**config.mk**
```make
export PLATFORM = sky130hd
export DESIGN_NAME = tm_top
export DESIGN_NICKNAME = d
export VERILOG_FILES = /design/src/source/tm_pkg.sv /design/src/source/tm_preset_pkg.sv /design/src/source/stt_bank.sv /design/src/source/tape_unit.sv /design/src/source/tm_control.sv /design/src/source/tm_top.sv
export SDC_FILE = /design/constraint.sdc
export NUM_CORES = 1
export LEC_CHECK = 0
export BUFFER_PORTS_ARGS = -buffer_cell sky130_fd_sc_hd__buf_2
export CELL_PAD_IN_SITES_DETAIL_PLACEMENT = 0
export CELL_PAD_IN_SITES_GLOBAL_PLACEMENT = 1
export CORE_MARGIN = 3
export CORE_UTILIZATION = 45
export DETAILED_ROUTE_END_ITERATION = 7
export GPL_TIMING_DRIVEN = 1
export PLACE_DENSITY_LB_ADDON = 0.1
export SYNTH_ARGS = -nofsm -noshare
export SYNTH_HDL_FRONTEND = slang
export SYNTH_SLANG_ARGS = --single-unit
export TNS_END_PERCENT = 20
```
**constraint.sdc**
```tcl
create_clock -name clk -period 3.4 [get_ports clk]
set_input_delay 0 -clock clk [delete_from_list [all_inputs] [get_ports clk]]
set_output_delay 0 -clock clk [all_outputs]
set_load 0.03 [all_outputs]
```
**src/source/tm_pkg.sv**
```systemverilog
// Machine widths, symbol, state, head, mode and table-entry types, and the port structs
`default_nettype none

package tm_pkg;

    // ==================================================
    // Machine widths and basic types
    // ==================================================
    localparam int tape_len = 8;                   // Tape cells

    typedef logic [$clog2(tape_len)-1:0] head_t;   // Position 0 is the leftmost cell
    typedef logic                        sym_t;    // Binary alphabet
    typedef logic [1:0]                  mstate_t; // Four machine states
    typedef logic [1:0]                  bank_t;   // Table bank index
    typedef logic [tape_len-1:0]         tape_t;   // Bit 7 is the leftmost cell

    localparam bank_t custom_bank = 2'd3;          // Only writable bank

    // Head move encodings
    localparam logic move_left  = 1'b0;
    localparam logic move_right = 1'b1;

    // Table address, current state then the symbol under the head
    typedef struct packed {
        mstate_t state;
        sym_t    sym;
    } stt_addr_t;

    typedef struct packed {
        mstate_t next_state;
        sym_t    wr_sym;    // Symbol written at the head
        logic    move;      // move_left or move_right
    } stt_entry_t;

    typedef enum logic [2:0] {
        init_stt  = 3'd0,
        init_tape = 3'd1,
        init_head = 3'd2,
        run       = 3'd3,
        halt      = 3'd4,
        preset    = 3'd5
    } mode_t;

    // ==================================================
    // Port and command structs
    // ==================================================
    typedef struct packed {
        logic  custom_stt;  // Write bank 3 first, then load tape and head
        logic  manual_tape; // Load tape and head by hand
        bank_t bank;        // Table bank for non-custom boots
    } boot_t;

    typedef struct packed {
        logic wrap_en;      // Wrap at the tape ends instead of halting
        logic loop_en;      // Restart from the snapshot after a halt
    } run_cfg_t;

    typedef struct packed {
        stt_addr_t  addr;
        stt_entry_t entry;
    } stt_write_t;

    typedef struct packed {
        mode_t   mode;
        mstate_t state;
        head_t   head;
    } status_t;

    // One-cycle commands from the control FSM to the tape unit
    typedef struct packed {
        logic preset_load;
        logic tape_load;
        logic head_load;
        logic step;
        logic snap;
        logic restore;
    } tape_cmd_t;

endpackage

`default_nettype wire

```
**src/source/tm_preset_pkg.sv**
```systemverilog
// Preset transition tables and preset start tapes, heads and states per bank
`default_nettype none

package tm_preset_pkg;

    // ==================================================
    // Preset tables, entry is {next_state, wr_sym, move}
    // ==================================================
    localparam tm_pkg::stt_entry_t preset_table [4][8] = '{
        // Bank 0, unary incrementer
        '{4'b0001, 4'b0111, 4'b0011, 4'b0111,
          4'b0000, 4'b0000, 4'b0000, 4'b0000},
        // Bank 1, flip bits moving right
        '{4'b0011, 4'b0001, 4'b0000, 4'b0000,
          4'b0000, 4'b0000, 4'b0000, 4'b0000},
        // Bank 2, walking pattern that shuttles a 1 back and forth
        '{4'b0001, 4'b0100, 4'b0100, 4'b1011,
          4'b0011, 4'b1011, 4'b0000, 4'b0000},
        // Bank 3 is the custom bank
        '{default: 4'b0000}
    };

    // Start tapes, bit 7 is the leftmost cell
    localparam tm_pkg::tape_t preset_tape [4] = '{
        8'b1110_0000,   // Three 1s on the left
        8'b0101_1010,
        8'b1000_1011,
        8'b0000_0000
    };

    // Start head positions
    localparam tm_pkg::head_t preset_head [4] = '{3'd0, 3'd0, 3'd2, 3'd0};

    // Start states, all presets begin in state 0
    localparam tm_pkg::mstate_t preset_state [4] = '{2'd0, 2'd0, 2'd0, 2'd0};

endpackage

`default_nettype wire

```
**src/source/stt_bank.sv**
```systemverilog
// Four-bank transition table with fixed preset banks 0 to 2 and writable bank 3
`default_nettype none

module stt_bank (
    input  logic               clk,
    input  logic               rst_n,
    input  tm_pkg::bank_t      bank,
    input  tm_pkg::stt_addr_t  addr,
    input  logic               wr,
    input  tm_pkg::stt_write_t wr_data,
    output tm_pkg::stt_entry_t entry
);

    tm_pkg::stt_entry_t custom_q [8];   // Bank 3 register file

    // Bank 3 writes, cleared to zero on reset
    always_ff @(posedge clk) begin
        if (!rst_n) begin
            for (int i = 0; i < 8; i++) begin
                custom_q[i] <= '0;
            end
        end else if (wr) begin
            custom_q[wr_data.addr] <= wr_data.entry;
        end
    end

    // Combinational read, a write shows on the next lookup
    always_comb begin
        if (bank == tm_pkg::custom_bank) begin
            entry = custom_q[addr];
        end else begin
            entry = tm_preset_pkg::preset_table[bank][addr];   // Fixed presets
        end
    end

    // ==================================================
    // Checks
    // ==================================================
    a_wr_addr_known : assert property (
        @(posedge clk) disable iff (!rst_n)
        wr |-> !$isunknown(wr_data.addr)
    );

endmodule

`default_nettype wire

```
**src/source/tape_unit.sv**
```systemverilog
// Tape and head registers, symbol read and write, head move with wrap or edge detect, loop snapshot
`default_nettype none

module tape_unit (
    input  logic               clk,
    input  logic               rst_n,
    input  tm_pkg::tape_cmd_t  cmd,
    input  tm_pkg::bank_t      preset_bank,
    input  tm_pkg::tape_t      load_data,
    input  tm_pkg::stt_entry_t entry,
    input  logic               wrap_en,
    output tm_pkg::sym_t       sym,
    output logic               off_edge,
    output tm_pkg::tape_t      tape,
    output tm_pkg::head_t      head
);

    localparam tm_pkg::head_t last_pos = tm_pkg::head_t'(tm_pkg::tape_len - 1);

    tm_pkg::tape_t snap_tape;   // Start tape for loop restart
    tm_pkg::head_t snap_head;
    tm_pkg::head_t bit_idx;     // Tape bit under the head
    tm_pkg::head_t next_head;
    logic          at_edge;

    // ==================================================
    // Head mapping and move
    // ==================================================
    assign bit_idx = last_pos - head;   // Position 0 maps to bit 7
    assign sym     = tape[bit_idx];

    always_comb begin
        if (entry.move == tm_pkg::move_right) begin
            next_head = head + 1'b1;    // Rolls over to 0 at the right end
            at_edge   = (head == last_pos);
        end else begin
            next_head = head - 1'b1;    // Rolls over to 7 at the left end
            at_edge   = (head == '0);
        end
    end

    // Move would leave the tape and wrap is off
    assign off_edge = at_edge && !wrap_en;

    // ==================================================
    // Tape, head and snapshot registers
    // ==================================================
    always_ff @(posedge clk) begin
        if (!rst_n) begin
            tape      <= '0;
            head      <= '0;
            snap_tape <= '0;
            snap_head <= '0;
        end else begin
            if (cmd.preset_load) begin
                tape <= tm_preset_pkg::preset_tape[preset_bank];
                head <= tm_preset_pkg::preset_head[preset_bank];
            end
            if (cmd.tape_load) begin
                tape <= load_data;
            end
            if (cmd.head_load) begin
                head <= load_data[2:0];     // Head field of the load byte
            end
            if (cmd.step) begin
                tape[bit_idx] <= entry.wr_sym;
                if (!off_edge) begin
                    head <= next_head;      // Head holds on a halting step
                end
            end
            // Snapshot takes the values before the first step
            if (cmd.snap) begin
                snap_tape <= tape;
                snap_head <= head;
            end
            if (cmd.restore) begin
                tape <= snap_tape;
                head <= snap_head;
            end
        end
    end

    // Snap rides along with the first step, all other commands stand alone
    a_one_cmd : assert property (
        @(posedge clk) disable iff (!rst_n)
        $onehot0({cmd.preset_load, cmd.tape_load, cmd.head_load, cmd.step, cmd.restore})
    );

endmodule

`default_nettype wire

```
**src/source/tm_control.sv**
```systemverilog
// Mode FSM, machine state register, boot latch and state snapshot for loop restart
`default_nettype none

module tm_control (
    input  logic               clk,
    input  logic               rst_n,
    input  tm_pkg::boot_t      boot,
    input  tm_pkg::run_cfg_t   run_cfg,
    input  logic               stt_wr,
    input  logic               cfg_done,
    input  logic               load,
    input  logic [7:0]         load_data,
    input  tm_pkg::stt_entry_t entry,
    input  tm_pkg::sym_t       sym,
    input  logic               off_edge,
    output tm_pkg::bank_t      bank,
    output tm_pkg::stt_addr_t  addr,
    output logic               bank_wr,
    output tm_pkg::tape_cmd_t  cmd,
    output tm_pkg::mstate_t    mstate,
    output tm_pkg::mode_t      mode
);

    tm_pkg::bank_t   bank_q;        // Bank chosen at boot
    tm_pkg::mstate_t state_snap;    // Start state for loop restart
    logic            snap_taken;    // Snapshot done for this boot

    // ==================================================
    // Boot latch
    // ==================================================
    // Custom boots always run bank 3
    always_ff @(posedge clk) begin
        if (!rst_n) begin
            bank_q <= boot.custom_stt ? tm_pkg::custom_bank : boot.bank;
        end
    end

    assign bank    = bank_q;
    assign addr    = '{state: mstate, sym: sym};
    assign bank_wr = stt_wr && (mode == tm_pkg::init_stt);  // Table writes only while configuring

    // ==================================================
    // Tape commands
    // ==================================================
    always_comb begin
        cmd             = '0;
        cmd.preset_load = (mode == tm_pkg::preset);
        cmd.tape_load   = (mode == tm_pkg::init_tape) && load;
        cmd.head_load   = (mode == tm_pkg::init_head) && load;
        cmd.step        = (mode == tm_pkg::run);
        cmd.snap        = (mode == tm_pkg::run) && !snap_taken;   // First run cycle only
        cmd.restore     = (mode == tm_pkg::halt) && run_cfg.loop_en;
    end

    // ==================================================
    // Mode FSM and machine state
    // ==================================================
    always_ff @(posedge clk) begin
        if (!rst_n) begin
            mstate     <= '0;
            snap_taken <= 1'b0;
            if (boot.custom_stt) begin
                mode <= tm_pkg::init_stt;
            end else if (boot.manual_tape) begin
                mode <= tm_pkg::init_tape;
            end else begin
                mode <= tm_pkg::preset;
            end
        end else begin
            case (mode)
                tm_pkg::init_stt: begin
                    if (cfg_done) begin
                        mode <= tm_pkg::init_tape;
                    end
                end
                tm_pkg::init_tape: begin
                    if (load) begin
                        mode <= tm_pkg::init_head;    // Tape written by tape_unit
                    end
                end
                tm_pkg::init_head: begin
                    if (load) begin
                        mstate <= load_data[4:3];     // State field of the load byte
                        mode   <= tm_pkg::run;
                    end
                end
                tm_pkg::preset: begin
                    mstate <= tm_preset_pkg::preset_state[bank_q];
                    mode   <= tm_pkg::run;            // Single cycle
                end
                tm_pkg::run: begin
                    if (!snap_taken) begin
                        state_snap <= mstate;
                        snap_taken <= 1'b1;
                    end
                    mstate <= entry.next_state;       // State updates even on a halting step
                    if (off_edge) begin
                        mode <= tm_pkg::halt;
                    end
                end
                tm_pkg::halt: begin
                    // Loop restart, snapshot stays valid
                    if (run_cfg.loop_en) begin
                        mstate <= state_snap;
                        mode   <= tm_pkg::run;
                    end
                end
                default: begin
                    mode <= tm_pkg::halt;
                end
            endcase
        end
    end

    a_mode_legal : assert property (
        @(posedge clk) disable iff (!rst_n)
        mode inside {tm_pkg::init_stt, tm_pkg::init_tape, tm_pkg::init_head,
                     tm_pkg::preset, tm_pkg::run, tm_pkg::halt}
    );

endmodule

`default_nettype wire

```
**src/source/tm_top.sv**
```systemverilog
// Top level of the Turing machine, joins control, tape and transition table
`default_nettype none

module tm_top (
    input  logic               clk,
    input  logic               rst_n,
    input  tm_pkg::boot_t      boot,
    input  tm_pkg::run_cfg_t   run_cfg,
    input  logic               stt_wr,
    input  tm_pkg::stt_write_t stt_wr_data,
    input  logic               cfg_done,
    input  logic               load,
    input  logic [7:0]         load_data,
    output tm_pkg::tape_t      tape,
    output tm_pkg::status_t    status
);

    tm_pkg::bank_t      bank;
    tm_pkg::stt_addr_t  addr;
    logic               bank_wr;
    tm_pkg::tape_cmd_t  cmd;
    tm_pkg::stt_entry_t entry;
    tm_pkg::sym_t       sym;
    logic               off_edge;
    tm_pkg::head_t      head;
    tm_pkg::mstate_t    mstate;
    tm_pkg::mode_t      mode;

    tm_control tm_control_i (
        .clk       (clk),
        .rst_n     (rst_n),
        .boot      (boot),
        .run_cfg   (run_cfg),
        .stt_wr    (stt_wr),
        .cfg_done  (cfg_done),
        .load      (load),
        .load_data (load_data),
        .entry     (entry),
        .sym       (sym),
        .off_edge  (off_edge),
        .bank      (bank),
        .addr      (addr),
        .bank_wr   (bank_wr),
        .cmd       (cmd),
        .mstate    (mstate),
        .mode      (mode)
    );

    stt_bank stt_bank_i (
        .clk     (clk),
        .rst_n   (rst_n),
        .bank    (bank),
        .addr    (addr),
        .wr      (bank_wr),
        .wr_data (stt_wr_data),
        .entry   (entry)
    );

    tape_unit tape_unit_i (
        .clk         (clk),
        .rst_n       (rst_n),
        .cmd         (cmd),
        .preset_bank (bank),
        .load_data   (load_data),
        .entry       (entry),
        .wrap_en     (run_cfg.wrap_en),
        .sym         (sym),
        .off_edge    (off_edge),
        .tape        (tape),
        .head        (head)
    );

    // All status fields come straight from registers
    assign status = '{mode: mode, state: mstate, head: head};

endmodule

`default_nettype wire

```
Word level (Yosys, flattened, before mapping)
Memories as Yosys holds them, arrays and structs flattened.
Index checks and enable logic that the tools add are counted.
Widths: inputs -> output; s select.
{"block": "op_classes", "n_mux": 52, "shift": 0, "n_mul": 0, "eq_ne": 14, "n_reduce_logical": 16, "magnitude_cmp": 4, "n_addsub": 3, "bitwise": 3, "div_mod_pow": 0}
{"op": "$bmux 32 s2", "n": 1}
{"op": "$mux 32", "n": 2}
{"op": "$mux 8", "n": 7}
{"op": "$mux 3", "n": 17}
{"op": "$pmux 3 s6", "n": 1}
{"op": "$bmux 8 s2", "n": 1}
{"op": "$mux 4", "n": 4}
{"op": "$bmux 4 s3", "n": 1}
{"op": "$ne 3x3->1 const B", "n": 4}
{"op": "$eq 3x3->1 const B", "n": 3}
{"op": "$bwmux 8", "n": 1}
{"op": "$mux 1", "n": 8}
{"op": "$mux 2", "n": 4}
{"op": "$pmux 2 s4", "n": 1}
{"op": "$logic_and 1x1->1", "n": 7}
{"op": "$bmux 3 s2", "n": 1}
{"op": "$eq 3x2->1 const B", "n": 2}
{"op": "$logic_not 3->1", "n": 2}
{"op": "$reduce_and 3->1", "n": 2}
{"op": "$reduce_and 5->1", "n": 1}
{"op": "$bmux 2 s2", "n": 1}
{"op": "$ge 4x4->1 const B", "n": 1}
{"op": "$lt 3x4->1 const B", "n": 1}
{"op": "$ne 2x2->1 const B", "n": 2}
{"op": "other kinds (16)", "n": 17}
{"block": "totals", "latch_bits": 0, "reg_bits": 32, "ram_bits": 32, "rom_bits": 0, "inputBits": 26, "word_cells": 102, "memories": 1}
{"name": "stt_bank_i.custom_q", "depth": 8, "word_bits": 4, "rd": 1, "rd_ports_with_merged_regs": 0, "wr": 8, "line_no": "stt_bank.sv:14", "rtl": "tm_pkg::stt_entry_t custom_q [8];"}

Longest topological paths before layout
{"block": "depth", "word_depth": 13, "mapped_depth": 12, "ltp_nobuf": 11}

Cells and area by module
Synthesis repeated with hierarchy kept, for this count alone.
{"block": "hier_totals", "cells_unflattened": 358, "hier_area_um2": 3656.0}
{"module": "stt_bank", "cells_per_inst": 137, "instances": 1, "area_each_um2": 1664.1}
{"module": "tape_unit", "cells_per_inst": 157, "instances": 1, "area_each_um2": 1373.8}
{"module": "tm_control", "cells_per_inst": 64, "instances": 1, "area_each_um2": 618.1}

Worst setup path before layout
Ideal clock, no wire load.
{"block": "synth_timing", "kind": "reg2reg", "startpoint": "register tape_unit_i.head[1]", "endpoint": "register tape_unit_i.head[2]", "setup_time_ns": 0.096, "path_stages_with_launch": 13, "n_path_buf": 2, "period_less_slack_ns": 2.947, "arrival_ns": 2.851, "slack_ns": 0.453, "path_cell_list": "dfxtp_1 > buf_6 > mux2_2 > o22ai_4 > or2_1 > buf_6 > mux2_4 > a21oi_2 > inv_1 > fa_1 > xnor2_1 > xnor2_1 > o311ai_1"}
{"block": "synth_via", "elab_chain_cells": 13, "elab_cells_between_ends": 19}
{"item": "start, declared", "line_no": "tape_unit.sv:15", "rtl": "output tm_pkg::head_t head"}
{"item": "start signal, assigned", "line_no": "tape_unit.sv:57", "rtl": "head <= tm_preset_pkg::preset_head[preset_bank];"}
{"item": "start signal, assigned", "line_no": "tape_unit.sv:63", "rtl": "head <= load_data[2:0];"}
{"item": "start signal, assigned", "line_no": "tape_unit.sv:68", "rtl": "head <= next_head;"}
{"item": "$sub 3x3->3", "line_no": "tape_unit.sv:29", "rtl": "assign bit_idx = last_pos - head;"}
{"item": "$bmux 1 s3", "line_no": "tape_unit.sv:30", "rtl": "assign sym = tape[bit_idx];"}
{"item": "$mux 1 (implied by the code)", "line_no": "tape_unit.sv:30"}
{"item": "$not 3->4 (implied by the code)", "line_no": "stt_bank.sv:32", "rtl": "entry = tm_preset_pkg::preset_table[bank][addr];"}
{"item": "$bmux 4 s3", "line_no": "stt_bank.sv:32"}
{"item": "$mux 4 (implied by the code) (2 in a row)", "line_no": "stt_bank.sv:32"}
{"item": "$mux 4", "line_no": "stt_bank.sv:29", "rtl": "if (bank == tm_pkg::custom_bank) begin"}
{"item": "$mux 1", "line_no": "tape_unit.sv:33", "rtl": "if (entry.move == tm_pkg::move_right) begin"}
{"item": "$logic_and 1x1->1", "line_no": "tape_unit.sv:43", "rtl": "assign off_edge = at_edge && !wrap_en;"}
{"item": "$mux 3 (*)", "line_no": "tape_unit.sv:67", "rtl": "if (!off_edge) begin"}
{"item": "$mux 3 (*)", "line_no": "tape_unit.sv:65", "rtl": "if (cmd.step) begin"}
{"item": "$mux 3 (*)", "line_no": "tape_unit.sv:76", "rtl": "if (cmd.restore) begin"}
Mark *: on every way between the ends. The rest lies on a longest branch, timed or not. The select of a mux whose other input is x is not followed.
A chain may end at the register's enable or synchronous reset.

Worst setup path after layout
Same ends and word-level chain as after synthesis.

==> summary.txt <==
STATUS
----------------------------------------------------------------------------------------
Outcome                                                                     complete, no violations

WORST SETUP PATH
----------------------------------------------------------------------------------------
Required time of the critical path                                               3.65 ns
Max incr delay on CP                                                             0.54 ns
Type of element launching the critical path                                     register
Cell repeated most along the worst path                                          xnor2_1
Max stage delay cell, worst path                                                 dfxtp_1
R2r endpoint                                                                tape_unit_i.head[2]
Depth of the worst register-to-register path                                          10
Cell-by-cell listing of the critical path                                   mux2_2, o22ai_4, or2_1, mux2_4, a21oi_2, inv_1, fa_1, xnor2_1, xnor2_1, o311ai_1
Number of buffers and inverters on the critical path                                   1
CP arrival                                                                       3.25 ns
Worst Path Max Fanout                                                                 10
Crit-path leading delay family                                              multiplexers
Reg2reg setup slack                                                              0.39 ns
Critical setup path kind                                                    register to register
Startpoint of the worst-slack reg-to-reg timing path                        tape_unit_i.head[1]
Element type at the critical path end                                           register

TIMING
----------------------------------------------------------------------------------------
Highest achievable clock rate                                                    333 MHz
Fin Setup TNS                                                                       0 ns
Setup skew after layout                                                       0.00880 ns
Worst slew pin tran                                                             0.809 ns
Hold Worst Slack                                                               0.0216 ns
Post-layout minimum cycle time                                                   3.01 ns
RSZ-0062 raised after global routing                                                  no
Slew Limit Fails                                                                       0
Portion of the clock cycle consumed by the worst path in the final layout          88.4%
Number of endpoints with negative hold slack in the final report                       0
Total of endpoints with negative setup slack in the final report                       0
Headroom to the max-slew limit                                                     45.9%

CLOCKING
----------------------------------------------------------------------------------------
Maximum number of buffers from clock root to sink                                      2
Clock Sink Count                                                                      64
Clock buffer count from CTS                                                            9
Clock latency on the worst-skew pair                                             0.34 ns
Clock slew at reported path FFs                                                  0.07 ns
PostCTS Resize Cnt                                                                     0
Clock tree from TritonCTS                                                            yes
CTS H-tree depth                                                                       3
Clock root buffer master                                                        clkbuf_8

LOGIC SYNTHESIS
----------------------------------------------------------------------------------------
Area fraction of the dominant cell type after synthesis                            32.8%
Share of synthesized flip-flops with an asynchronous set or reset                     0%
YS warnings                                                                            0
Distinct cells, synth                                                                 59
Synthesis-stage register bit count                                                    64
Commonest cells post-synth                                                  41 x nand2_1, 39 x edfxtp_1, 36 x and2_1
Prevailing post-synth register cell                                             edfxtp_1
Most common cell in the synthesized netlist                                      nand2_1
Area contributors post-synth                                                edfxtp_1 33%, dfxtp_1 14%, and2_1 6.3%, nand2_1 4.3%, a21oi_1 4.1%
Syn_area_per_cell                                                               9.68 µm²
Synthesized Nets                                                                     400
Fraction of the yosys area taken by sequential cells                               46.8%
Cell area after technology mapping                                              3570 µm²
Synthesized netlist cell count                                                       369
Library cell with the largest summed area after synthesis                       edfxtp_1
Number of enable flip-flop cells after synthesis                                      39

DIE
----------------------------------------------------------------------------------------
Initial core utilization                                                           47.7%
Placeable core region                                                           7490 µm²
Row count                                                                             31
Die Footprint                                                                   9050 µm²
Overall die width                                                                95.1 µm
I/O Pins                                                                              42
Die boundary height                                                              95.1 µm

PWR
----------------------------------------------------------------------------------------
Largest voltage drop on the vdd net                                               359 µV
Cell leakage power                                                               1.58 nW
Power density normalized to cell area                                         810 nW/µm²

GLOBAL ROUTE
----------------------------------------------------------------------------------------
Overflow after GRT                                                                     0
First-pass GRT wire length                                                      15100 µm
GR peak layer                                                                       met1
GR met3 Demand/Resource                                                            3.87%
GRT met2 Usage                                                                     31.6%
Pin count of the biggest net entering global routing                                  27
Antenna violations before repair                                                       0
Met1 demand-to-capacity share in global routing                                    34.4%
Vias in the first global route                                                      2812
Total GRT Usage                                                                    22.3%

LAYOUT
----------------------------------------------------------------------------------------
Number of fill cells                                                                 689
Fin cells                                                                            522
Diodes inserted                                                                        0
Layout overhead on the synthesized area                                            16.8%
Area of all placed cells without fillers                                        4180 µm²
Final core occ                                                                     55.8%
Final nets                                                                           449
Fraction of layout cells with a size suffix above 1                                19.9%

DETAILED ROUTING
----------------------------------------------------------------------------------------
Final routed DRC violation total                                                       0
Total routed wirelength                                                          9170 µm
Number of vias per cell after detailed routing                                      5.50
Residual antenna-violating net count after detailed routing                            0
DRC violation total after the first TritonRoute iteration                            188
Vias                                                                                2873
1st-pass router iterations                                                             4
Average wire per standard cell                                                   17.6 µm

MIN PATH
----------------------------------------------------------------------------------------
Hold-critical path depth                                                               3
Worst hold endpoint                                                         tape_unit_i.tape[2]
Classification of the worst-slack hold path                                 input port to register
Origin of the worst min-delay path                                          load_data[2]

PLACEMENT
----------------------------------------------------------------------------------------
Total of buffers placed on input and output ports                                     41
Detail Placement HPWL                                                            6750 µm
Placement-stage cell area                                                       3860 µm²
Global placement routability congestion                                            0.861
Count of placed standard cells including taps                                        496

JOB
----------------------------------------------------------------------------------------
Number of max-capacitance violations reported                                          0

[layer usage]
layer,vias to the layer above,wire [µm]
li1,1434,-
met1,1346,4640
met2,86,3980
met3,7,490
met4,0,57
met5,-,0
[area by class of cell]
class | count | area [µm²] | share of cell area [%]
Tap cell | 99 | 124 | 2.97
Timing Repair Buffer | 57 | 350 | 8.39
Inverter | 13 | 48.8 | 1.17
Sequential cell | 64 | 1670 | 40.0
Clock buffer | 9 | 124 | 2.97
Clock inverter | 7 | 95.1 | 2.28
Multi-Input combinational cell | 273 | 1760 | 42.2
[stage by stage]
stage,power (mW),setup slack [ns]
floorplan,2.30,0.453
global placement,2.64,0.483
detailed placement,2.65,0.404
CTS,3.40,0.393
global route,3.64,0.162
finish,3.38,0.394
[worst max-delay path by stage]
stage,startpoint,end,slack (ns),cells after the start
final,tape_unit_i.head[1],tape_unit_i.head[2],0.39,10
after global placement,tape_unit_i.head[1],tape_unit_i.head[2],0.48,10
after global routing,tape_unit_i.head[1],tape_unit_i.head[2],0.16,10
after CTS,tape_unit_i.head[1],tape_unit_i.head[2],0.39,10
after floorplan,tape_unit_i.head[1],tape_unit_i.head[2],0.45,12
after detailed placement,tape_unit_i.head[1],tape_unit_i.head[2],0.40,10
[logic make-up after synthesis]
family	after synthesis	synth area share, %
simple gates	158	22.6
compound gates	88	16.2
flops	64	46.8
buf+inv	32	3.92
mux	18	7.60
fa+ha+maj	5	1.96
xor+xnor	4	0.981
[registers in the layout, indices dropped and copies added (netlist names)]
| register | flops |
|---|---|
| tape_unit_i.snap_tape | 8 |
| tm_control_i.state_snap | 2 |
| tm_control_i.mstate | 2 |
| stt_bank_i.custom_q | 32 |
| tm_control_i.snap_taken | 1 |
| tape_unit_i.head | 3 |
| tm_control_i.mode | 3 |
| tm_control_i.bank | 2 |
| tape_unit_i.tape | 8 |
| tape_unit_i.snap_head | 3 |
[power breakdown]
group | switching [mW] | internal [mW] | leakage [nW]
Sequential | 0.206 | 0.954 | 0.605
Clock | 0.312 | 0.414 | 0.110
Combinational | 0.888 | 0.608 | 0.868
[cells in the final DEF (no fill, tap or decap), drive strengths merged, types with 3 or more instances in the layout]
cell / netlist / layout
a21oi: 30 / 30
inv: 12 / 13
ha: 4 / 4
nor3: 7 / 7
o22ai: 3 / 3
o211ai: 3 / 3
a2111oi: 3 / 3
xnor2: 3 / 3
nand2b: 11 / 11
nor2: 35 / 35
buf: 5 / 47
nand3: 5 / 5
o21ai: 18 / 18
nor3b: 3 / 3
mux4: 6 / 6
clkinv: 1 / 4
a211o: 3 / 3
or2: 6 / 6
o31ai: 3 / 3
a31oi: 5 / 5
dlygate4sd3: 0 / 10
clkbuf: 14 / 9
mux2i: 5 / 5
a211oi: 5 / 5
o311ai: 4 / 4
nand2: 41 / 41
dfxtp: 25 / 25
edfxtp: 39 / 39
or3: 4 / 4
mux2: 7 / 7
and2: 36 / 36
[tightest hold or removal path, cell delays in order]
cell and delay, ns:
buf_2 0.12, a21oi_1 0.12, o31ai_1 0.08
[what timing repair did]
action | CTS | global route
buffers inserted | 0 | 0
hold buffers | 10 | 0
hold endpoints to repair | 7 | 0
(Power assumes the default switching activity.)
